### src/cpu_pkg.sv
`default_nettype none

package cpu_pkg;

  // Sequencing states of the multicycle core
  typedef enum logic [1:0] {
    FETCH,
    EXECUTE,
    MEMORY,
    HALTED
  } cpu_state_e;

  // Major opcodes of the supported RV32I subset
  typedef enum logic [6:0] {
    OP     = 7'b0110011,
    OP_IMM = 7'b0010011,
    LUI    = 7'b0110111,
    LOAD   = 7'b0000011,
    STORE  = 7'b0100011,
    BRANCH = 7'b1100011,
    JAL    = 7'b1101111
  } opcode_e;

  typedef enum logic [2:0] {
    ALU_ADD,
    ALU_SUB,
    ALU_AND,
    ALU_OR,
    ALU_XOR,
    ALU_SLT
  } alu_op_e;

  typedef struct packed {
    logic [6:0] funct7;
    logic [4:0] rs2;
    logic [4:0] rs1;
    logic [2:0] funct3;
    logic [4:0] rd;
    logic [6:0] opcode;
  } r_type_t;

  typedef struct packed {
    logic [11:0] imm;
    logic [4:0]  rs1;
    logic [2:0]  funct3;
    logic [4:0]  rd;
    logic [6:0]  opcode;
  } i_type_t;

  typedef struct packed {
    logic [6:0] imm_hi;
    logic [4:0] rs2;
    logic [4:0] rs1;
    logic [2:0] funct3;
    logic [4:0] imm_lo;
    logic [6:0] opcode;
  } s_type_t;

  // Branch offset bits are scattered, bit 0 is implicit
  typedef struct packed {
    logic       imm12;
    logic [5:0] imm10_5;
    logic [4:0] rs2;
    logic [4:0] rs1;
    logic [2:0] funct3;
    logic [3:0] imm4_1;
    logic       imm11;
    logic [6:0] opcode;
  } b_type_t;

  // Upper 20 bits in this order also give the LUI immediate
  typedef struct packed {
    logic       imm20;
    logic [9:0] imm10_1;
    logic       imm11;
    logic [7:0] imm19_12;
    logic [4:0] rd;
    logic [6:0] opcode;
  } j_type_t;

  // One instruction word, viewed in any format
  typedef union packed {
    r_type_t r;
    i_type_t i;
    s_type_t s;
    b_type_t b;
    j_type_t j;
  } instr_u;

  typedef struct packed {
    logic [31:0] addr;
    logic [31:0] wdata;
    logic        we;
  } bus_req_t;

  // Retire record, all zero when not valid
  typedef struct packed {
    logic        valid;
    logic [31:0] pc;
    logic [4:0]  rd;
    logic [31:0] value;
  } trace_t;

  localparam logic [31:0] HALT_WORD = 32'h0000_00FF;

endpackage

`default_nettype wire

### src/alu.sv
`timescale 1ns/1ps
`default_nettype none

module alu (
  input  cpu_pkg::instr_u i_instr,
  input  logic            i_exec_en,
  input  logic [31:0]     i_pc,
  input  logic [31:0]     i_rs1_data,
  input  logic [31:0]     i_rs2_data,
  output logic            o_we,
  output logic [31:0]     o_result,
  output logic            o_pc_load,
  output logic [31:0]     o_next_pc,
  output cpu_pkg::trace_t o_trace
);

  cpu_pkg::opcode_e opcode;
  cpu_pkg::alu_op_e alu_op;
  logic [31:0]      imm_i;
  logic [31:0]      imm_b;
  logic [31:0]      imm_j;
  logic [31:0]      imm_u;
  logic [31:0]      operand_b;
  logic [31:0]      alu_out;
  logic [31:0]      pc_plus4;
  logic             writes_rd;
  logic             is_mem;
  logic             taken;

  assign opcode   = cpu_pkg::opcode_e'(i_instr.r.opcode);
  assign pc_plus4 = i_pc + 32'd4;

  // Immediates per format
  assign imm_i = {{20{i_instr.i.imm[11]}}, i_instr.i.imm};
  assign imm_b = {{19{i_instr.b.imm12}}, i_instr.b.imm12, i_instr.b.imm11,
                  i_instr.b.imm10_5, i_instr.b.imm4_1, 1'b0};
  assign imm_j = {{11{i_instr.j.imm20}}, i_instr.j.imm20, i_instr.j.imm19_12,
                  i_instr.j.imm11, i_instr.j.imm10_1, 1'b0};
  assign imm_u = {i_instr.j.imm20, i_instr.j.imm10_1, i_instr.j.imm11,
                  i_instr.j.imm19_12, 12'h000};

  always_comb begin
    case (i_instr.r.funct3)
      3'b000: begin
        // SUB only exists in the register form
        if ((opcode == cpu_pkg::OP) && i_instr.r.funct7[5]) begin
          alu_op = cpu_pkg::ALU_SUB;
        end else begin
          alu_op = cpu_pkg::ALU_ADD;
        end
      end
      3'b010:  alu_op = cpu_pkg::ALU_SLT;
      3'b100:  alu_op = cpu_pkg::ALU_XOR;
      3'b110:  alu_op = cpu_pkg::ALU_OR;
      3'b111:  alu_op = cpu_pkg::ALU_AND;
      default: alu_op = cpu_pkg::ALU_ADD;
    endcase
  end

  assign operand_b = (opcode == cpu_pkg::OP) ? i_rs2_data : imm_i;

  always_comb begin
    case (alu_op)
      cpu_pkg::ALU_SUB: alu_out = i_rs1_data - operand_b;
      cpu_pkg::ALU_AND: alu_out = i_rs1_data & operand_b;
      cpu_pkg::ALU_OR:  alu_out = i_rs1_data | operand_b;
      cpu_pkg::ALU_XOR: alu_out = i_rs1_data ^ operand_b;
      cpu_pkg::ALU_SLT: alu_out = {31'h0, $signed(i_rs1_data) < $signed(operand_b)};
      default:          alu_out = i_rs1_data + operand_b;
    endcase
  end

  always_comb begin
    case (opcode)
      cpu_pkg::OP,
      cpu_pkg::OP_IMM: o_result = alu_out;
      cpu_pkg::LUI:    o_result = imm_u;
      cpu_pkg::JAL:    o_result = pc_plus4;
      default:         o_result = 32'h0;
    endcase
  end

  assign writes_rd = (opcode == cpu_pkg::OP) || (opcode == cpu_pkg::OP_IMM) ||
                     (opcode == cpu_pkg::LUI) || (opcode == cpu_pkg::JAL);
  assign is_mem    = (opcode == cpu_pkg::LOAD) || (opcode == cpu_pkg::STORE);

  // funct3[0] selects BNE over BEQ
  assign taken = i_instr.b.funct3[0] ? (i_rs1_data != i_rs2_data)
                                     : (i_rs1_data == i_rs2_data);

  always_comb begin
    if (opcode == cpu_pkg::JAL) begin
      o_next_pc = i_pc + imm_j;
    end else if ((opcode == cpu_pkg::BRANCH) && taken) begin
      o_next_pc = i_pc + imm_b;
    end else begin
      o_next_pc = pc_plus4;
    end
  end

  // Loads and stores also step the PC here, they retire later from load_store
  assign o_pc_load = i_exec_en;
  assign o_we      = i_exec_en && writes_rd;

  always_comb begin
    o_trace = '0;
    if (i_exec_en && !is_mem) begin
      o_trace.valid = 1'b1;
      o_trace.pc    = i_pc;
      if (writes_rd) begin
        o_trace.rd    = i_instr.r.rd;
        o_trace.value = (i_instr.r.rd != 5'd0) ? o_result : 32'h0;
      end
    end
  end

endmodule

`default_nettype wire

### src/bus_arbiter.sv
`timescale 1ns/1ps
`default_nettype none

module bus_arbiter (
  input  logic              i_clk,
  input  logic              i_rst,
  input  logic              i_fetch_req,
  input  cpu_pkg::bus_req_t i_fetch_cmd,
  input  logic              i_lsu_req,
  input  cpu_pkg::bus_req_t i_lsu_cmd,
  input  logic              i_bus_dv,
  input  logic [31:0]       i_bus_rdata,
  output logic              o_bus_req,
  output cpu_pkg::bus_req_t o_bus_cmd,
  output logic              o_fetch_dv,
  output logic              o_lsu_dv,
  output logic [31:0]       o_resp_data
);

  logic busy;
  logic owner_lsu;

  // Fixed priority, load/store wins
  assign o_bus_req = i_fetch_req || i_lsu_req;
  assign o_bus_cmd = i_lsu_req ? i_lsu_cmd : i_fetch_cmd;

  // Owner held until the single outstanding response
  always_ff @(posedge i_clk) begin
    if (i_rst) begin
      busy      <= 1'b0;
      owner_lsu <= 1'b0;
    end else if (o_bus_req) begin
      busy      <= 1'b1;
      owner_lsu <= i_lsu_req;
    end else if (i_bus_dv) begin
      busy      <= 1'b0;
    end
  end

  assign o_fetch_dv  = i_bus_dv && !owner_lsu;
  assign o_lsu_dv    = i_bus_dv && owner_lsu;
  assign o_resp_data = i_bus_rdata;

  a_one_outstanding: assert property (@(posedge i_clk) disable iff (i_rst)
    o_bus_req |-> !busy);

  a_no_stray_dv: assert property (@(posedge i_clk) disable iff (i_rst)
    i_bus_dv |-> busy);

endmodule

`default_nettype wire

### src/control_unit.sv
`timescale 1ns/1ps
`default_nettype none

module control_unit (
  input  logic            i_clk,
  input  logic            i_rst,
  input  cpu_pkg::instr_u i_instr,
  input  logic            i_fetch_done,
  input  logic            i_mem_done,
  output logic            o_start_fetch,
  output logic            o_exec_en,
  output logic            o_start_mem,
  output logic            o_halted
);

  cpu_pkg::cpu_state_e state;
  cpu_pkg::cpu_state_e state_d;
  cpu_pkg::opcode_e    opcode;
  logic                is_mem;
  logic                is_halt;
  logic                booted;
  logic                launch;

  assign opcode  = cpu_pkg::opcode_e'(i_instr.r.opcode);
  assign is_mem  = (opcode == cpu_pkg::LOAD) || (opcode == cpu_pkg::STORE);
  assign is_halt = (i_instr == cpu_pkg::HALT_WORD);

  always_comb begin
    state_d = state;
    case (state)
      cpu_pkg::FETCH: begin
        if (i_fetch_done) begin
          state_d = cpu_pkg::EXECUTE;
        end
      end
      cpu_pkg::EXECUTE: begin
        if (is_halt) begin
          state_d = cpu_pkg::HALTED;
        end else if (is_mem) begin
          state_d = cpu_pkg::MEMORY;
        end else begin
          state_d = cpu_pkg::FETCH;
        end
      end
      cpu_pkg::MEMORY: begin
        if (i_mem_done) begin
          state_d = cpu_pkg::FETCH;
        end
      end
      default: state_d = cpu_pkg::HALTED;
    endcase
  end

  // Fetch strobe fires in the first cycle of every FETCH visit
  assign launch = !booted ||
                  ((state == cpu_pkg::EXECUTE) && !is_halt && !is_mem) ||
                  ((state == cpu_pkg::MEMORY) && i_mem_done);

  always_ff @(posedge i_clk) begin
    if (i_rst) begin
      state         <= cpu_pkg::FETCH;
      booted        <= 1'b0;
      o_start_fetch <= 1'b0;
    end else begin
      state         <= state_d;
      booted        <= 1'b1;
      o_start_fetch <= launch;
    end
  end

  // The halt word never executes or retires
  assign o_exec_en   = (state == cpu_pkg::EXECUTE) && !is_halt;
  assign o_start_mem = (state == cpu_pkg::EXECUTE) && !is_halt && is_mem;
  assign o_halted    = (state == cpu_pkg::HALTED);

  // Fetch and memory step must never compete for the bus
  a_no_overlap: assert property (@(posedge i_clk) disable iff (i_rst)
    !(o_start_fetch && o_start_mem));

endmodule

`default_nettype wire

### src/instruction_fetch.sv
`timescale 1ns/1ps
`default_nettype none

module instruction_fetch #(
  parameter logic [31:0] RESET_PC = 32'h0000_0000
) (
  input  logic              i_clk,
  input  logic              i_rst,
  input  logic              i_start_fetch,
  input  logic              i_resp_dv,
  input  logic [31:0]       i_resp_data,
  input  logic              i_pc_load,
  input  logic [31:0]       i_next_pc,
  output logic              o_req,
  output cpu_pkg::bus_req_t o_req_cmd,
  output logic              o_fetch_done,
  output logic [31:0]       o_pc,
  output cpu_pkg::instr_u   o_instr
);

  logic [31:0]     pc;
  cpu_pkg::instr_u ir;

  // PC moves once per retired instruction, at the end of EXECUTE
  always_ff @(posedge i_clk) begin
    if (i_rst) begin
      pc <= RESET_PC;
    end else if (i_pc_load) begin
      pc <= i_next_pc;
    end
  end

  // IR captures the routed fetch response
  always_ff @(posedge i_clk) begin
    if (i_resp_dv) begin
      ir <= i_resp_data;
    end
  end

  // Read request at the current PC
  assign o_req     = i_start_fetch;
  assign o_req_cmd = '{addr: pc, wdata: 32'h0, we: 1'b0};

  assign o_fetch_done = i_resp_dv;
  assign o_pc         = pc;
  assign o_instr      = ir;

endmodule

`default_nettype wire

### src/load_store.sv
`timescale 1ns/1ps
`default_nettype none

module load_store (
  input  logic              i_clk,
  input  logic              i_rst,
  input  cpu_pkg::instr_u   i_instr,
  input  logic              i_start_mem,
  input  logic [31:0]       i_rs1_data,
  input  logic [31:0]       i_rs2_data,
  input  logic [31:0]       i_pc,
  input  logic              i_resp_dv,
  input  logic [31:0]       i_resp_data,
  output logic              o_req,
  output cpu_pkg::bus_req_t o_req_cmd,
  output logic              o_mem_done,
  output logic              o_load_we,
  output logic [31:0]       o_load_data,
  output cpu_pkg::trace_t   o_trace
);

  logic        is_store;
  logic [31:0] imm;
  logic [31:0] mem_addr;
  logic        load_q;
  logic [4:0]  rd_q;
  logic [31:0] pc_q;

  assign is_store = (cpu_pkg::opcode_e'(i_instr.s.opcode) == cpu_pkg::STORE);
  assign imm      = is_store ? {{20{i_instr.s.imm_hi[6]}}, i_instr.s.imm_hi, i_instr.s.imm_lo}
                             : {{20{i_instr.i.imm[11]}}, i_instr.i.imm};
  assign mem_addr = i_rs1_data + imm;

  assign o_req     = i_start_mem;
  assign o_req_cmd = '{addr: mem_addr, wdata: i_rs2_data, we: is_store};

  always_ff @(posedge i_clk) begin
    if (i_rst) begin
      load_q <= 1'b0;
    end else if (i_start_mem) begin
      load_q <= !is_store;
    end
  end

  // PC has already stepped by the time the response returns
  always_ff @(posedge i_clk) begin
    if (i_start_mem) begin
      pc_q <= i_pc;
      rd_q <= i_instr.i.rd;
    end
  end

  assign o_mem_done  = i_resp_dv;
  assign o_load_we   = i_resp_dv && load_q;
  assign o_load_data = i_resp_data;

  // Stores retire with rd 0 and value 0
  always_comb begin
    o_trace = '0;
    if (i_resp_dv) begin
      o_trace.valid = 1'b1;
      o_trace.pc    = pc_q;
      if (load_q) begin
        o_trace.rd    = rd_q;
        o_trace.value = (rd_q != 5'd0) ? i_resp_data : 32'h0;
      end
    end
  end

  a_word_aligned: assert property (@(posedge i_clk) disable iff (i_rst)
    i_start_mem |-> (mem_addr[1:0] == 2'b00));

endmodule

`default_nettype wire

### src/register_file.sv
`timescale 1ns/1ps
`default_nettype none

module register_file (
  input  logic            i_clk,
  input  logic            i_rst,
  input  cpu_pkg::instr_u i_instr,
  input  logic            i_we,
  input  logic [31:0]     i_wdata,
  output logic [31:0]     o_rs1_data,
  output logic [31:0]     o_rs2_data
);

  logic [31:0] regs [32];
  logic [4:0]  rs1;
  logic [4:0]  rs2;
  logic [4:0]  rd;

  assign rs1 = i_instr.r.rs1;
  assign rs2 = i_instr.r.rs2;
  assign rd  = i_instr.r.rd;

  always_ff @(posedge i_clk) begin
    if (i_rst) begin
      for (int k = 0; k < 32; k++) begin
        regs[k] <= 32'h0;
      end
    end else if (i_we && (rd != 5'd0)) begin
      regs[rd] <= i_wdata;
    end
  end

  // x0 reads as zero
  assign o_rs1_data = (rs1 == 5'd0) ? 32'h0 : regs[rs1];
  assign o_rs2_data = (rs2 == 5'd0) ? 32'h0 : regs[rs2];

endmodule

`default_nettype wire

### src/cpu_top.sv
`timescale 1ns/1ps
`default_nettype none

module cpu_top #(
  parameter logic [31:0] RESET_PC = 32'h0000_0000
) (
  input  logic              i_clk,
  input  logic              i_rst,
  input  logic [31:0]       i_bus_rdata,
  input  logic              i_bus_dv,
  output logic              o_bus_req,
  output cpu_pkg::bus_req_t o_bus_cmd,
  output cpu_pkg::trace_t   o_trace,
  output logic              o_halted
);

  // Sequencing strobes
  logic w_start_fetch;
  logic w_exec_en;
  logic w_start_mem;
  logic w_fetch_done;
  logic w_mem_done;

  // Fetch side
  cpu_pkg::instr_u   w_instr;
  logic [31:0]       w_pc;
  logic              w_fetch_req;
  cpu_pkg::bus_req_t w_fetch_cmd;
  logic              w_fetch_dv;

  // Load/store side
  logic              w_lsu_req;
  cpu_pkg::bus_req_t w_lsu_cmd;
  logic              w_lsu_dv;
  logic              w_load_we;
  logic [31:0]       w_load_data;
  cpu_pkg::trace_t   w_lsu_trace;
  logic [31:0]       w_resp_data;

  // Execute side
  logic              w_alu_we;
  logic [31:0]       w_alu_result;
  logic              w_pc_load;
  logic [31:0]       w_next_pc;
  cpu_pkg::trace_t   w_alu_trace;

  // Register file
  logic              w_rf_we;
  logic [31:0]       w_rf_wdata;
  logic [31:0]       w_rs1_data;
  logic [31:0]       w_rs2_data;

  // Writeback comes from the ALU in EXECUTE or from a load in MEMORY
  assign w_rf_we    = w_alu_we | w_load_we;
  assign w_rf_wdata = w_load_we ? w_load_data : w_alu_result;

  // At most one retire source is valid per cycle
  assign o_trace = w_alu_trace | w_lsu_trace;

  control_unit m_control (
    .i_clk        (i_clk),
    .i_rst        (i_rst),
    .i_instr      (w_instr),
    .i_fetch_done (w_fetch_done),
    .i_mem_done   (w_mem_done),
    .o_start_fetch(w_start_fetch),
    .o_exec_en    (w_exec_en),
    .o_start_mem  (w_start_mem),
    .o_halted     (o_halted)
  );

  instruction_fetch #(
    .RESET_PC(RESET_PC)
  ) m_fetch (
    .i_clk        (i_clk),
    .i_rst        (i_rst),
    .i_start_fetch(w_start_fetch),
    .i_resp_dv    (w_fetch_dv),
    .i_resp_data  (w_resp_data),
    .i_pc_load    (w_pc_load),
    .i_next_pc    (w_next_pc),
    .o_req        (w_fetch_req),
    .o_req_cmd    (w_fetch_cmd),
    .o_fetch_done (w_fetch_done),
    .o_pc         (w_pc),
    .o_instr      (w_instr)
  );

  register_file m_regfile (
    .i_clk     (i_clk),
    .i_rst     (i_rst),
    .i_instr   (w_instr),
    .i_we      (w_rf_we),
    .i_wdata   (w_rf_wdata),
    .o_rs1_data(w_rs1_data),
    .o_rs2_data(w_rs2_data)
  );

  alu m_alu (
    .i_instr   (w_instr),
    .i_exec_en (w_exec_en),
    .i_pc      (w_pc),
    .i_rs1_data(w_rs1_data),
    .i_rs2_data(w_rs2_data),
    .o_we      (w_alu_we),
    .o_result  (w_alu_result),
    .o_pc_load (w_pc_load),
    .o_next_pc (w_next_pc),
    .o_trace   (w_alu_trace)
  );

  load_store m_load_store (
    .i_clk      (i_clk),
    .i_rst      (i_rst),
    .i_instr    (w_instr),
    .i_start_mem(w_start_mem),
    .i_rs1_data (w_rs1_data),
    .i_rs2_data (w_rs2_data),
    .i_pc       (w_pc),
    .i_resp_dv  (w_lsu_dv),
    .i_resp_data(w_resp_data),
    .o_req      (w_lsu_req),
    .o_req_cmd  (w_lsu_cmd),
    .o_mem_done (w_mem_done),
    .o_load_we  (w_load_we),
    .o_load_data(w_load_data),
    .o_trace    (w_lsu_trace)
  );

  bus_arbiter m_arbiter (
    .i_clk      (i_clk),
    .i_rst      (i_rst),
    .i_fetch_req(w_fetch_req),
    .i_fetch_cmd(w_fetch_cmd),
    .i_lsu_req  (w_lsu_req),
    .i_lsu_cmd  (w_lsu_cmd),
    .i_bus_dv   (i_bus_dv),
    .i_bus_rdata(i_bus_rdata),
    .o_bus_req  (o_bus_req),
    .o_bus_cmd  (o_bus_cmd),
    .o_fetch_dv (w_fetch_dv),
    .o_lsu_dv   (w_lsu_dv),
    .o_resp_data(w_resp_data)
  );

endmodule

`default_nettype wire

### config.mk
export PLATFORM = sky130hd
export DESIGN_NAME = cpu_top
export DESIGN_NICKNAME = d
export VERILOG_FILES = /design/src/cpu_pkg.sv /design/src/alu.sv /design/src/bus_arbiter.sv /design/src/control_unit.sv /design/src/instruction_fetch.sv /design/src/load_store.sv /design/src/register_file.sv /design/src/cpu_top.sv
export SDC_FILE = /design/constraint.sdc
export NUM_CORES = 2
export LEC_CHECK = 0
export BUFFER_PORTS_ARGS = -buffer_cell sky130_fd_sc_hd__buf_2
export CORE_ASPECT_RATIO = 0.6
export CORE_MARGIN = 5
export CORE_UTILIZATION = 39
export CTS_BUF_LIST = sky130_fd_sc_hd__clkbuf_4 sky130_fd_sc_hd__clkbuf_8 sky130_fd_sc_hd__clkbuf_16
export DETAILED_ROUTE_END_ITERATION = 7
export GPL_ROUTABILITY_DRIVEN = 1
export PLACE_DENSITY = 0.6
export SYNTH_ARGS = -nofsm -noshare
export SYNTH_HDL_FRONTEND = slang
export SYNTH_SLANG_ARGS = --single-unit
### constraint.sdc
create_clock -name i_clk -period 6.1 [get_ports i_clk]
set_input_delay 0 -clock i_clk [delete_from_list [all_inputs] [get_ports i_clk]]
set_output_delay 0 -clock i_clk [all_outputs]
set_load 0.02 [all_outputs]
==> metrics.txt <==
count leader, synth edfxtp_1; FILL cells 15600; FF+latch area 0.0338 mm2; DRT Pass-1 Iters 6; crit path to o_trace[26]; vias per cell 6.64; Synth Register Bits 1139; final wirelength 306000 um; Hold WC Path Type in2reg; worst slew pin tran 1.42 ns; footprint of the multi-input gates 0.0348 mm2; Worst Path Arrival 6.21 ns; Post-synth top cells edfxtp_1 (1092), nor2_1 (1026), mux4_2 (597); Num CTS Buffers 105; area grow syn2layout 21.7%; wire per inst 35.2 um; Worst Path Required 6.10 ns; 1st-iter DRT viols 9684; Async SR Flop Fraction 0%; Clk Latency, worst-skew pair 0.74 ns; Mean Syn Cell Area 12.1 um2; Clock Skew 0.0445 ns; max-slew violation count 0; crit-path max cell delay 0.53 ns; die area 0.186 mm2; fin crit period 6.21 ns; Distinct cells, synth 90; final period utilization 102%; share of the synthesized area in the top cell type 47.5%; critical path type reg2out; DIE WIDTH 553 um; # nets final 6445; RSZ-0062 raised after global routing yes; Setup WS post-layout -0.106 ns; Psw 7.04 mW; Leakage 30.2 nW; Clock Pin Slew Worst Setup and Hold Paths 0.07 ns; CTS tree yes; status finished, violations left; Max Cap Viol 0; total global routing overflow 0; switch share 31.8%; DRC violations left 0; final setup vio count 3; CP max stage cell mux4_2; Max FO, Critical Path 7; utilization after layout 47.8%; Synth area leader edfxtp_1; first-pass GRT wire length 422000 um; top cells by area, synth edfxtp_1 (47%), mux4_2 (19%), nor2_1 (5.6%); IO Port Bufs 170; GP Congestion 1.04; number of I/O pins 172; design area 0.0841 mm2; Reg power frac 40.7%; peak supply drop 0.000236 V; pwr dens 263 mW/mm2; Detail Route Antenna Nets 0; FF-to-FF End m_regfile.regs[6][28]; row count 119; clock share of power 31.3%; clock sink count 1139; Total Power 22.2 mW; Max-slew headroom 4.49%; failing checks negative setup slack; Initial Utilization 39.3%; gr usage total 31.9%; Worst path most repeated cell buf_4; Warnings, synthesis 0; sequential area share after synthesis 48.8%; initial antenna violation count 11; DP Wirelength 209000 um; setup slack, reg-to-reg 0.20 ns; Final Hold Viols 0; synthesized area 0.0691 mm2; CTS Root Buffer Type clkbuf_16; vias in the first global route 54000; Core ar. 0.176 mm2; cell count after synthesis 5701; startpoint types register; Max Clk Rate 161 MHz; Gate power share 28.0%; largest net degree at the start of global routing 47; worst reg2reg path depth 25; total number of vias 57800; critical path endpoint category primary output; Placed Area 0.0766 mm2; H-tree level count 3; Die Y 336 um; Post-synth EDFFs 1092; Longest Clk Path Bufs 3; Synth Flop Type edfxtp_1; share of cells above drive strength 1 32.7%; Internal 15.1 mW
kinds of logic after synthesis:
family          Yosys count  share of synthesized area [%]
xor+xnor                155                           1.99
compound gates         1029                           9.69
other cells               1                        0.00543
flops                  1139                           48.8
mux                     705                           21.1
simple gates           1848                           11.4
fa+ha+maj               169                           3.11
buf+inv                 655                           3.88
layout make-up:
| cell class | instances | share of cell area (%) |
|---|---|---|
| multi-input cells | 3939 | 41.4 |
| flip-flops and latches | 1139 | 40.2 |
| clock inverters | 65 | 0.708 |
| clock buffers | 130 | 3.39 |
| diodes | 6 | 0.0179 |
| repair buffers | 923 | 10.2 |
| well taps | 2359 | 3.51 |
| inverters | 135 | 0.615 |
critical path: cells and delay by family, from the launching register on:
kind | cells | cell delay [ns]
fa+ha+maj | 2 | 0.40
mux | 3 | 1.37
simple gates | 2 | 0.16
buf+inv | 11 | 1.61
compound gates | 7 | 1.51
flops | 1 | 0.38
cell usage in the layout, fill, tap and decap left out, types with 41 or more instances in the layout:
cell / count
edfxtp_1: 1092
nor2_1: 1005
mux4_2: 597
buf_4: 566
nand2_1: 267
a21oi_1: 236
nor3_1: 190
o21ai_0: 179
buf_2: 151
ha_1: 136
inv_1: 115
clkbuf_16: 111
xnor2_1: 91
buf_12: 90
mux2i_1: 83
a21o_1: 74
a22oi_1: 61
nand3_1: 60
xor2_1: 60
nand2_2: 60
a22o_1: 49
buf_6: 43
a22oi_2: 41
through the flow:
stage          worst slack, ns  hold WS, ns  instances  setup TNS, ns
3_3_place_gp            -0.146        0.227       8308          -9.73
6_report                -0.106       0.0368       8696         -0.173
5_1_grt                 -0.184       0.0147       8690          -1.02
3_5_place_dp            -0.198        0.229       8308          -7.50
4_1_cts                -0.0723      0.00696       8615        -0.0982
2_1_floorplan            0.371       0.0989       5733              0
state kept, by name, summed over array words and instances, names as in the netlist, named ones only:
name / cells
m_control.o_start_fetch: 1
m_load_store.rd_q: 5
m_fetch.o_instr: 32
m_load_store.load_q: 1
m_regfile.regs: 1024
m_load_store.pc_q: 31
m_control.state: 2
m_arbiter.owner_lsu: 1
m_control.booted: 1
m_fetch.o_pc: 31
power groups by stage:
stage	Sequential [mW]	Clock, mW	Combinational (mW)
2_1_floorplan	9.08	0	2.90
3_3_place_gp	9.18	0	5.14
5_1_grt	9.04	7.27	6.36
4_1_cts	9.01	6.93	5.58
6_report	9.02	6.93	6.20
3_5_place_dp	9.19	0	5.14
per-layer routing:
| layer | GRT usage, % | vias up | wire, um |
|---|---|---|---|
| met1 | 48.8 | 29400 | 127000 |
| met2 | 39.9 | 4981 | 114000 |
| met4 | 7.99 | 6 | 8750 |
| li1 | - | 22900 | - |
| met5 | 0.844 | - | 264 |
| met3 | 14.9 | 524 | 55900 |
worst min-delay path by stage:
stage,start,end,slack [ns],cells past startpoint
after floorplan,i_bus_rdata[0],m_fetch.o_instr[0],0.1,0
after global placement,i_bus_rdata[11],m_fetch.o_instr[11],0.23,1
after detailed placement,i_bus_rdata[11],m_fetch.o_instr[11],0.23,1
after CTS,i_bus_rdata[8],m_fetch.o_instr[8],0.007,2
after global routing,i_bus_rdata[8],m_fetch.o_instr[8],0.01,2
final,i_bus_rdata[8],m_fetch.o_instr[8],0.04,2
timing repair:
action	CTS	global route
gates resized for setup	236	223
pin swaps	58	107
endpoints found under the setup margin	175	52
endpoints found under the hold margin	448	0
buffers inserted	66	82
cloned	13	4
hold buffers	35	0
(Power assumes the default switching activity.)
